==> config.mk <==
export PLATFORM = sky130hd
export DESIGN_NAME = conv_fetch_top
export DESIGN_NICKNAME = d
export VERILOG_FILES = /design/src/rtl/conv_pkg.sv /design/src/rtl/conv_apb_regs.sv /design/src/rtl/conv_block_seq.sv /design/src/rtl/conv_window_buf.sv /design/src/rtl/conv_res_writeback.sv /design/src/rtl/conv_fetch_top.sv
export VERILOG_INCLUDE_DIRS = /design/src /design/src/rtl
export SDC_FILE = /design/constraint.sdc
export NUM_CORES = 1
export LEC_CHECK = 0
export BUFFER_PORTS_ARGS = -buffer_cell sky130_fd_sc_hd__buf_2
export CAP_MARGIN = 10
export CORE_UTILIZATION = 45
export CTS_BUF_LIST = sky130_fd_sc_hd__clkbuf_8
export CTS_CLUSTER_DIAMETER = 50
export DETAILED_ROUTE_END_ITERATION = 6
export PLACE_DENSITY = 0.63
export SKIP_LAST_GASP = 1
export SYNTH_ARGS = -nofsm -noshare
export SYNTH_HDL_FRONTEND = slang
export SYNTH_SLANG_ARGS = --single-unit
==> constraint.sdc <==
create_clock -name clk -period 8.5 [get_ports clk]
set_input_delay 0.425 -clock clk [delete_from_list [all_inputs] [get_ports clk]]
set_output_delay 0.425 -clock clk [all_outputs]
set_load 0.005 [all_outputs]
==> src/rtl/conv_cfg.svh <==
// Configuration of the convolution fetch unit
// Geometry, counts, PE command codes and APB register map
`ifndef CONV_CFG_SVH
`define CONV_CFG_SVH

// Image and block geometry
`define CONV_BANK_W      14       // Words per row of each image bank
`define CONV_BLOCKS_ROW  13       // Blocks per row and per column

// Layer counts
`define CONV_FILTERS     32       // Also reset value of NFILT
`define CONV_TAPS        9
`define CONV_BEATS       11       // Beats per block

// SSFR instruction, max pooling plus ReLU
`define CONV_SSFR_OP     8'hC1
`define CONV_SSFR_ARG    8'h28

`define CONV_ADDR_CTRL   12'h000
`define CONV_ADDR_STATUS 12'h004
`define CONV_ADDR_NFILT  12'h008

`define CONV_IMG_AW      10
`define CONV_W_AW        15
`define CONV_RES_AW      14

`endif

==> src/rtl/conv_pkg.sv <==
// Shared types of the convolution fetch unit
// PE beats, residue writes and APB transfers
`include "conv_cfg.svh"

package conv_pkg;

    typedef enum logic [1:0] {
        CMD_MAC  = 2'd0,
        TAP      = 2'd1,
        CMD_SSFR = 2'd2
    } beat_kind_e;

    typedef struct packed {
        logic [7:0]  opcode;
        logic [7:0]  mac_count;
        logic [15:0] reserved;
    } lane_cmd_t;

    // Four pixels on a tap beat, a command on MAC and SSFR beats
    typedef union packed {
        logic [3:0][7:0] pixels;     // Pixel 0 in the low byte
        lane_cmd_t       cmd;
    } lane_word_u;

    typedef struct packed {
        logic       valid;
        beat_kind_e kind;
        lane_word_u lanes;
        logic [7:0] param;           // Bias, weight or SSFR argument
    } pe_beat_t;

    typedef struct packed {
        logic                    en;
        logic [1:0]              bank;
        logic [`CONV_RES_AW-1:0] addr;
        logic [7:0]              data;
    } res_wr_t;

    typedef struct packed {
        logic        psel;
        logic        penable;
        logic        pwrite;
        logic [11:0] paddr;
        logic [31:0] pwdata;
    } apb_req_t;

    typedef struct packed {
        logic        pready;
        logic        pslverr;
        logic [31:0] prdata;
    } apb_rsp_t;

endpackage

==> src/rtl/conv_apb_regs.sv <==
// APB register block of the fetch unit
// Control, status and filter count, start pulse and sticky done flag
`timescale 1ns/1ns
`include "conv_cfg.svh"

module conv_apb_regs (
    input  logic               clk,
    input  logic               reset,
    input  conv_pkg::apb_req_t apb_req,
    output conv_pkg::apb_rsp_t apb_rsp,
    input  logic               seq_busy,
    output logic               start,
    output logic [5:0]         n_filters
);

    logic access;
    logic wr_en;
    logic sel_ctrl;
    logic sel_status;
    logic sel_nfilt;
    logic nfilt_ok;
    logic busy_q;
    logic done;

    assign access     = apb_req.psel && apb_req.penable;
    assign wr_en      = access && apb_req.pwrite;
    assign sel_ctrl   = (apb_req.paddr == `CONV_ADDR_CTRL);
    assign sel_status = (apb_req.paddr == `CONV_ADDR_STATUS);
    assign sel_nfilt  = (apb_req.paddr == `CONV_ADDR_NFILT);
    assign nfilt_ok   = (apb_req.pwdata >= 32'd1) && (apb_req.pwdata <= 32'(`CONV_FILTERS));

    always_ff @(posedge clk) begin
        if (reset) begin
            start     <= 1'b0;
            n_filters <= 6'(`CONV_FILTERS);
            busy_q    <= 1'b0;
            done      <= 1'b0;
        end else begin
            busy_q <= seq_busy;
            // One-cycle pulse, ignored while a layer runs
            start  <= wr_en && sel_ctrl && apb_req.pwdata[0] && !seq_busy && !start;
            if (wr_en && sel_nfilt && nfilt_ok)
                n_filters <= apb_req.pwdata[5:0];   // Out-of-range values dropped
            if (start)
                done <= 1'b0;
            else if (busy_q && !seq_busy)
                done <= 1'b1;                       // Last block of the layer done
        end
    end

    // No wait states, read data valid in the access cycle
    always_comb begin
        apb_rsp.pready  = 1'b1;
        apb_rsp.pslverr = access && !(sel_ctrl || sel_status || sel_nfilt);
        apb_rsp.prdata  = '0;
        if (apb_req.psel && !apb_req.pwrite) begin
            if (sel_status)
                apb_rsp.prdata = {30'b0, done, seq_busy};
            else if (sel_nfilt)
                apb_rsp.prdata = {26'b0, n_filters};
        end
    end

    // Start only from idle, and the sequencer picks it up on the next cycle
    assert property (@(posedge clk) disable iff (reset)
        start |-> !seq_busy ##1 seq_busy);

endmodule

==> src/rtl/conv_block_seq.sv <==
// Block sequencer of the first convolution layer
// Walks filters and blocks row-major in 12-phase periods, drives image and weight reads
`timescale 1ns/1ns
`include "conv_cfg.svh"

module conv_block_seq (
    input  logic                    clk,
    input  logic                    reset,
    input  logic                    start,
    input  logic [5:0]              n_filters,
    output logic [`CONV_IMG_AW-1:0] img_addr,
    output logic [`CONV_W_AW-1:0]   w_addr,
    output logic [3:0]              phase,
    output logic                    busy
);

    localparam int         IMG_AW     = `CONV_IMG_AW;
    localparam int         W_AW       = `CONV_W_AW;
    localparam int         W_PER_FILT = `CONV_TAPS + 1;     // Bias then the taps
    localparam logic [3:0] LAST_PHASE = 4'(`CONV_BEATS);    // Phase 0 plus one per beat
    localparam logic [3:0] LAST_BLK   = 4'(`CONV_BLOCKS_ROW - 1);

    typedef enum logic {
        IDLE,
        RUN
    } state_e;

    state_e            state;
    logic [3:0]        blk_col;
    logic [3:0]        blk_row;
    logic [5:0]        filter;
    logic [5:0]        n_filt_q;
    logic              last_blk;
    logic              last_filt;
    logic [IMG_AW-1:0] img_base;

    assign busy      = (state == RUN);
    assign last_blk  = (blk_col == LAST_BLK) && (blk_row == LAST_BLK);
    assign last_filt = (filter == n_filt_q - 6'd1);

    always_ff @(posedge clk) begin
        if (reset) begin
            state    <= IDLE;
            phase    <= '0;
            blk_col  <= '0;
            blk_row  <= '0;
            filter   <= '0;
            n_filt_q <= 6'd1;
        end else begin
            case (state)
                IDLE: begin
                    if (start) begin
                        state    <= RUN;
                        phase    <= '0;
                        blk_col  <= '0;
                        blk_row  <= '0;
                        filter   <= '0;
                        n_filt_q <= n_filters;   // Held for the whole layer
                    end
                end
                RUN: begin
                    if (phase != LAST_PHASE) begin
                        phase <= phase + 4'd1;
                    end else begin
                        phase <= '0;
                        if (last_blk) begin
                            blk_col <= '0;
                            blk_row <= '0;
                            filter  <= filter + 6'd1;
                            if (last_filt)
                                state <= IDLE;
                        end else if (blk_col == LAST_BLK) begin
                            blk_col <= '0;
                            blk_row <= blk_row + 4'd1;
                        end else begin
                            blk_col <= blk_col + 4'd1;
                        end
                    end
                end
                default: state <= IDLE;
            endcase
        end
    end

    // Phases 0..3 read base, base+1, base+row, base+row+1 from all four banks
    always_comb begin
        img_base = IMG_AW'(blk_row) * IMG_AW'(`CONV_BANK_W) + IMG_AW'(blk_col);
        img_addr = img_base + (phase[1] ? IMG_AW'(`CONV_BANK_W) : '0) + IMG_AW'(phase[0]);
    end

    assign w_addr = W_AW'(filter) * W_AW'(W_PER_FILT) + W_AW'(phase);   // Bias at offset 0

    // Fixed block period, and the counter parks at zero when idle
    assert property (@(posedge clk) disable iff (reset)
        (phase <= LAST_PHASE) && (busy || phase == 4'd0));

endmodule

==> src/rtl/conv_window_buf.sv <==
// Window buffer and beat builder
// Holds the 4x4 pixel window of a block and emits MAC, tap and SSFR beats to the PE
`timescale 1ns/1ns
`include "conv_cfg.svh"

module conv_window_buf (
    input  logic               clk,
    input  logic               reset,
    input  logic [3:0]         phase,
    input  logic               busy,
    input  logic [31:0]        img_q,
    input  logic [7:0]         w_q,
    output conv_pkg::pe_beat_t beat
);

    localparam logic [3:0] FIRST_TAP  = 4'd2;
    localparam logic [3:0] SSFR_PHASE = 4'(`CONV_BEATS);

    // Window slots of each 3x3 tap, lane 0 first
    localparam logic [3:0] TAP_SLOT [0:`CONV_TAPS-1][0:3] = '{
        '{4'd0,  4'd1,  4'd2,  4'd3},
        '{4'd1,  4'd4,  4'd3,  4'd6},
        '{4'd4,  4'd5,  4'd6,  4'd7},
        '{4'd2,  4'd3,  4'd8,  4'd9},
        '{4'd3,  4'd6,  4'd9,  4'd12},
        '{4'd6,  4'd7,  4'd12, 4'd13},
        '{4'd8,  4'd9,  4'd10, 4'd11},
        '{4'd9,  4'd12, 4'd11, 4'd14},
        '{4'd12, 4'd13, 4'd14, 4'd15}
    };

    logic [7:0]           win [0:15];
    logic                 fill_en;
    logic [1:0]           fill_row;
    logic                 emit_en;
    logic [3:0]           tap_idx;
    conv_pkg::beat_kind_e kind_next;
    conv_pkg::lane_word_u lanes_next;
    logic [7:0]           param_next;
    logic                 valid_q;
    conv_pkg::beat_kind_e kind_q;
    conv_pkg::lane_word_u lanes_q;
    logic [7:0]           param_q;

    // Read issued at phase k lands at phase k+1
    assign fill_en  = busy && (phase >= 4'd1) && (phase <= 4'd4);
    assign fill_row = 2'(phase - 4'd1);
    assign emit_en  = busy && (phase != 4'd0);

    always_ff @(posedge clk) begin
        if (fill_en) begin
            for (int b = 0; b < 4; b++) begin
                win[{fill_row, 2'(b)}] <= img_q[8*b +: 8];   // Bank b
            end
        end
    end

    always_comb begin
        tap_idx    = (phase >= FIRST_TAP && phase < SSFR_PHASE) ? phase - FIRST_TAP : 4'd0;
        kind_next  = conv_pkg::TAP;
        lanes_next = '0;
        param_next = w_q;                          // Bias at phase 1, weight t at t+2
        if (phase == 4'd1) begin
            kind_next                = conv_pkg::CMD_MAC;
            lanes_next.cmd.mac_count = 8'(`CONV_TAPS);
        end else if (phase == SSFR_PHASE) begin
            kind_next             = conv_pkg::CMD_SSFR;
            lanes_next.cmd.opcode = `CONV_SSFR_OP;
            param_next            = `CONV_SSFR_ARG;
        end else begin
            for (int i = 0; i < 4; i++) begin
                lanes_next.pixels[i] = win[TAP_SLOT[tap_idx][i]];
            end
        end
    end

    // Beat built in a phase reaches the PE one cycle later
    always_ff @(posedge clk) begin
        if (reset)
            valid_q <= 1'b0;
        else
            valid_q <= emit_en;
    end

    always_ff @(posedge clk) begin
        if (emit_en) begin
            kind_q  <= kind_next;
            lanes_q <= lanes_next;
            param_q <= param_next;
        end
    end

    assign beat = '{valid: valid_q, kind: kind_q, lanes: lanes_q, param: param_q};

endmodule

==> src/rtl/conv_res_writeback.sv <==
// Residue write-back of PE results
// Rotates results over four banks, shared address steps after every bank 3 write
`timescale 1ns/1ns
`include "conv_cfg.svh"

module conv_res_writeback (
    input  logic              clk,
    input  logic              reset,
    input  logic              start,
    input  logic              pe_result_valid,
    input  logic [7:0]        pe_result,
    output conv_pkg::res_wr_t res_wr
);

    logic [1:0]              bank_q;
    logic [`CONV_RES_AW-1:0] addr_q;
    logic                    wr_en_q;
    logic [1:0]              wr_bank_q;
    logic [`CONV_RES_AW-1:0] wr_addr_q;
    logic [7:0]              wr_data_q;

    always_ff @(posedge clk) begin
        if (reset || start) begin
            bank_q <= '0;                   // New layer starts at bank 0, word 0
            addr_q <= '0;
        end else if (pe_result_valid) begin
            bank_q <= bank_q + 2'd1;
            if (bank_q == 2'd3)
                addr_q <= addr_q + 1'b1;
        end
    end

    always_ff @(posedge clk) begin
        if (reset)
            wr_en_q <= 1'b0;
        else
            wr_en_q <= pe_result_valid;
    end

    always_ff @(posedge clk) begin
        if (pe_result_valid) begin
            wr_bank_q <= bank_q;
            wr_addr_q <= addr_q;
            wr_data_q <= pe_result;
        end
    end

    assign res_wr = '{en: wr_en_q, bank: wr_bank_q, addr: wr_addr_q, data: wr_data_q};

    // All results of one layer fit in the residue banks
    assert property (@(posedge clk) disable iff (reset)
        (pe_result_valid && !start && bank_q == 2'd3) |-> (addr_q != '1));

endmodule

==> src/rtl/conv_fetch_top.sv <==
// Feature-map fetch unit of the first convolution layer
// APB registers, block sequencer, window buffer and residue write-back
`timescale 1ns/1ns
`include "conv_cfg.svh"

module conv_fetch_top (
    input  logic                    clk,
    input  logic                    reset,
    input  conv_pkg::apb_req_t      apb_req,
    output conv_pkg::apb_rsp_t      apb_rsp,
    output logic [`CONV_IMG_AW-1:0] img_addr,
    input  logic [31:0]             img_q,      // Banks 0..3, bank 0 low
    output logic [`CONV_W_AW-1:0]   w_addr,
    input  logic [7:0]              w_q,
    output conv_pkg::pe_beat_t      beat,
    input  logic                    pe_result_valid,
    input  logic [7:0]              pe_result,
    output conv_pkg::res_wr_t       res_wr
);

    logic       start;
    logic [5:0] n_filters;
    logic [3:0] phase;
    logic       busy;

    conv_apb_regs conv_apb_regs_i (
        .clk       (clk),
        .reset     (reset),
        .apb_req   (apb_req),
        .apb_rsp   (apb_rsp),
        .seq_busy  (busy),
        .start     (start),
        .n_filters (n_filters)
    );

    conv_block_seq conv_block_seq_i (
        .clk       (clk),
        .reset     (reset),
        .start     (start),
        .n_filters (n_filters),
        .img_addr  (img_addr),
        .w_addr    (w_addr),
        .phase     (phase),
        .busy      (busy)
    );

    conv_window_buf conv_window_buf_i (
        .clk   (clk),
        .reset (reset),
        .phase (phase),
        .busy  (busy),
        .img_q (img_q),
        .w_q   (w_q),
        .beat  (beat)
    );

    conv_res_writeback conv_res_writeback_i (
        .clk             (clk),
        .reset           (reset),
        .start           (start),
        .pe_result_valid (pe_result_valid),
        .pe_result       (pe_result),
        .res_wr          (res_wr)
    );

endmodule

==> metrics.txt <==
post-CTS setup buffer count 0; Chip Width 178.0 um; Core Region 0.03051 mm^2; register area share after synthesis 49.27%; drt initial violations 928; final core utilization 52.13%; RD Place Congestion 0.8885; CTS tree done; CP Class reg -> reg; Mapped Cells 1,289; detailed placement HPWL 24,040 um; # H-tree levels 2; Vias/cell 5.563; final hold violation count 0; power per cell area 152.2 mW/mm^2; worst hold path type in -> reg; Max-Cap Viols 0; Worst-Skew Late Latency 570 ps; worst slew pin tran 947.3 ps; Met1 Routed Length 15,760 um; global route overflow 0; Leak 6.749 nW; I/O pin count 225; Met3 Wirelength 3128 um; root buffer cell clkbuf_8; WL final 35,950 um; Top FF cell, synth edfxtp_1; DRT antenna net count 0; WL met2 16,360 um; Post-synth ARST share 0%; layout cells sized above 1 20.70%; library cells used by synthesis 67; RSZ-0062 raised after global routing no; Final period util 52.07%; Worst EP arrival 4690 ps; most common cell after layout, fill and taps aside edfxtp_1; synthesis warning total 0; total die area 0.03168 mm^2; Crit path required time 8770 ps; reg2reg end conv_window_buf_i.lanes_q[30]; Setup crit end conv_window_buf_i.lanes_q[30]; number of clock sinks 246; CP startpoint conv_block_seq_i.phase[1]; CTS Buf Count 44; Post-Syn Area 0.01394 mm^2; FF-to-FF path depth 13; number of flops mapped to enable cells by yosys 194; Hold Crit Start pe_result[7]; most frequent cells in the layout edfxtp_1, buf_2, nand2_1, mux2i_1, nor2_1; Routed WL per cell 18.84 um; # port buffers 191; final setup fails 0; num rows 64; Seq cells post-synth 246; Top Metal Used met5; DR DRC count 0; worst reg2reg path startpoint conv_block_seq_i.phase[1]; clock skew 33.30 ps; Worst slew margin 36.61%; Filler cells 2,729; CP Max Fanout 60; nets 1,622; worst vdd ir 79.14 uV; reg2reg setup slack 4070 ps; Vias 10,614; first-pass GRT wire length 55,330 um; max-slew violation count 0; largest net degree at the start of global routing 72; crit path time final 4426 ps; drt first pass iters 5; Avg Inst Size Synth 10.81 um^2; cts repair resizes 0; Total GRT Usage 22.54%; status finished clean; Clock Path Buffers 3; Setup TNS 0 ps; Worst setup EP type register; starting density of the core 45.68%; Worst-path clk slew 60 ps; CTS Hold Bufs 0; DIE HEIGHT 178.0 um; area delta synth->final 14.12%; antenna violations before repair 5; CP Launch Type register; hold_ws 38.99 ps; vias in the first global route 10,106; Max Fclk 225.9 MHz
stage by stage:
| step | worst slack (ps) | instances | area, um^2 | total power, W |
|---|---|---|---|---|
| 2_1_floorplan | 3958 | 1320 | 14050 | 0.001354 |
| 6_report | 4074 | 1908 | 15910 | 0.002421 |
| 4_1_cts | 4089 | 1903 | 15890 | 0.002454 |
| 3_3_place_gp | 4267 | 1821 | 15040 | 0.001380 |
| 3_5_place_dp | 4134 | 1821 | 15040 | 0.001382 |
| 5_1_grt | 3812 | 1903 | 15890 | 0.002509 |
logic make-up (layout without fill, tap and decap cells):
kind of cell             after synthesis  in the layout  synth area share (%)
buffers and inverters                135            322                 5.476
XOR/XNOR                              45             45                 2.828
multiplexers                         153            153                 12.17
AO/OA/AOI/OAI                        203            203                 9.929
flip-flops                           246            246                 49.27
adder cells (fa/ha/maj)               55             55                 5.333
other                                  2             38               0.05388
AND/OR/NAND/NOR                      450            450                 14.94
layout make-up:
cell class / instances / area, um^2 / share of cell area [%]
flip-flops and latches: 246 / 6867 / 43.17
clock buffers: 48 / 660.6 / 4.154
diodes: 5 / 12.51 / 0.07867
multi-input cells: 939 / 6477 / 40.73
well taps: 396 / 495.5 / 3.115
inverters: 33 / 123.9 / 0.7788
clock inverters: 34 / 192.7 / 1.211
repair buffers: 207 / 1076 / 6.765
Yosys cell counts, types with 5 or more instances:
master / n / area (um^2)
a211oi_1: 20 / 150.1
a21o_1: 11 / 82.58
a21oi_1: 45 / 225.2
a222oi_1: 5 / 50.05
a22oi_1: 24 / 180.2
a311oi_1: 7 / 61.31
a31oi_1: 7 / 43.79
a32oi_1: 10 / 87.58
and2_1: 8 / 50.05
and3_1: 8 / 50.05
buf_2: 25 / 125.1
buf_4: 46 / 345.3
buf_6: 7 / 78.83
clkbuf_1: 23 / 86.33
dfxtp_1: 52 / 1041
edfxtp_1: 194 / 5826
fa_1: 8 / 160.2
ha_1: 45 / 563.0
inv_1: 33 / 123.9
mux2_2: 6 / 67.56
mux2i_1: 135 / 1351
mux4_2: 10 / 225.2
nand2_1: 183 / 686.9
nand2b_1: 6 / 37.54
nand3_1: 69 / 345.3
nand4_1: 13 / 81.33
nor2_1: 87 / 326.6
nor2b_1: 19 / 118.9
nor3_1: 20 / 100.1
nor4_1: 8 / 50.05
o21ai_0: 45 / 225.2
o22ai_1: 5 / 31.28
or2_2: 7 / 43.79
xnor2_1: 26 / 227.7
xor2_1: 19 / 166.4
power by group:
part | switching [W] | internal (W) | total, W | leakage (nW)
Clock | 0.000506 | 0.000559 | 0.00106 | 0.483
Sequential | 0.00000226 | 0.00130 | 0.00130 | 2.19
Combinational | 0.0000292 | 0.0000241 | 0.0000533 | 4.07
Total | 0.000537 | 0.00188 | 0.00242 | 6.75
worst min-delay path by stage:
stage	to	slack [ps]	depth (start not counted)
floorplan	conv_res_writeback_i.wr_addr_q[13]	430	0
global placement	conv_res_writeback_i.wr_addr_q[13]	450	0
detailed placement	conv_res_writeback_i.wr_addr_q[13]	450	0
CTS	conv_res_writeback_i.wr_data_q[7]	4	1
global route	conv_res_writeback_i.wr_data_q[7]	6	1
finish	conv_res_writeback_i.wr_data_q[7]	40	1
flip-flops by register name, summed over array words and instances (netlist names), 4 cells and up:
name                            cells
conv_apb_regs_i.n_filters           6
conv_res_writeback_i.wr_data_q      8
conv_window_buf_i.lanes_q          32
conv_block_seq_i.phase              4
conv_res_writeback_i.wr_addr_q     14
conv_block_seq_i.filter             6
conv_block_seq_i.blk_row            4
conv_block_seq_i.blk_col            4
conv_res_writeback_i.addr_q        14
conv_window_buf_i.win             128
conv_block_seq_i.n_filt_q           6
conv_window_buf_i.param_q           8
worst max-delay path, cell delays in order, from the launching register on:
cell      delay, ps
dfxtp_1         670
ha_1            380
o21a_1          190
a31oi_4          70
and2_1          230
ha_1            510
nand2b_1        110
a21oi_2         180
a21o_2          120
buf_4           630
mux4_2          580
nor2b_1         140
a211oi_1        230
a211oi_1         70
routing by layer:
metal,up-vias,track usage [%]
met4,2,6.588
met1,5083,31.15
met3,56,5.072
li1,5034,-
met5,-,0
met2,439,35.26
(Power assumes the default switching activity.)
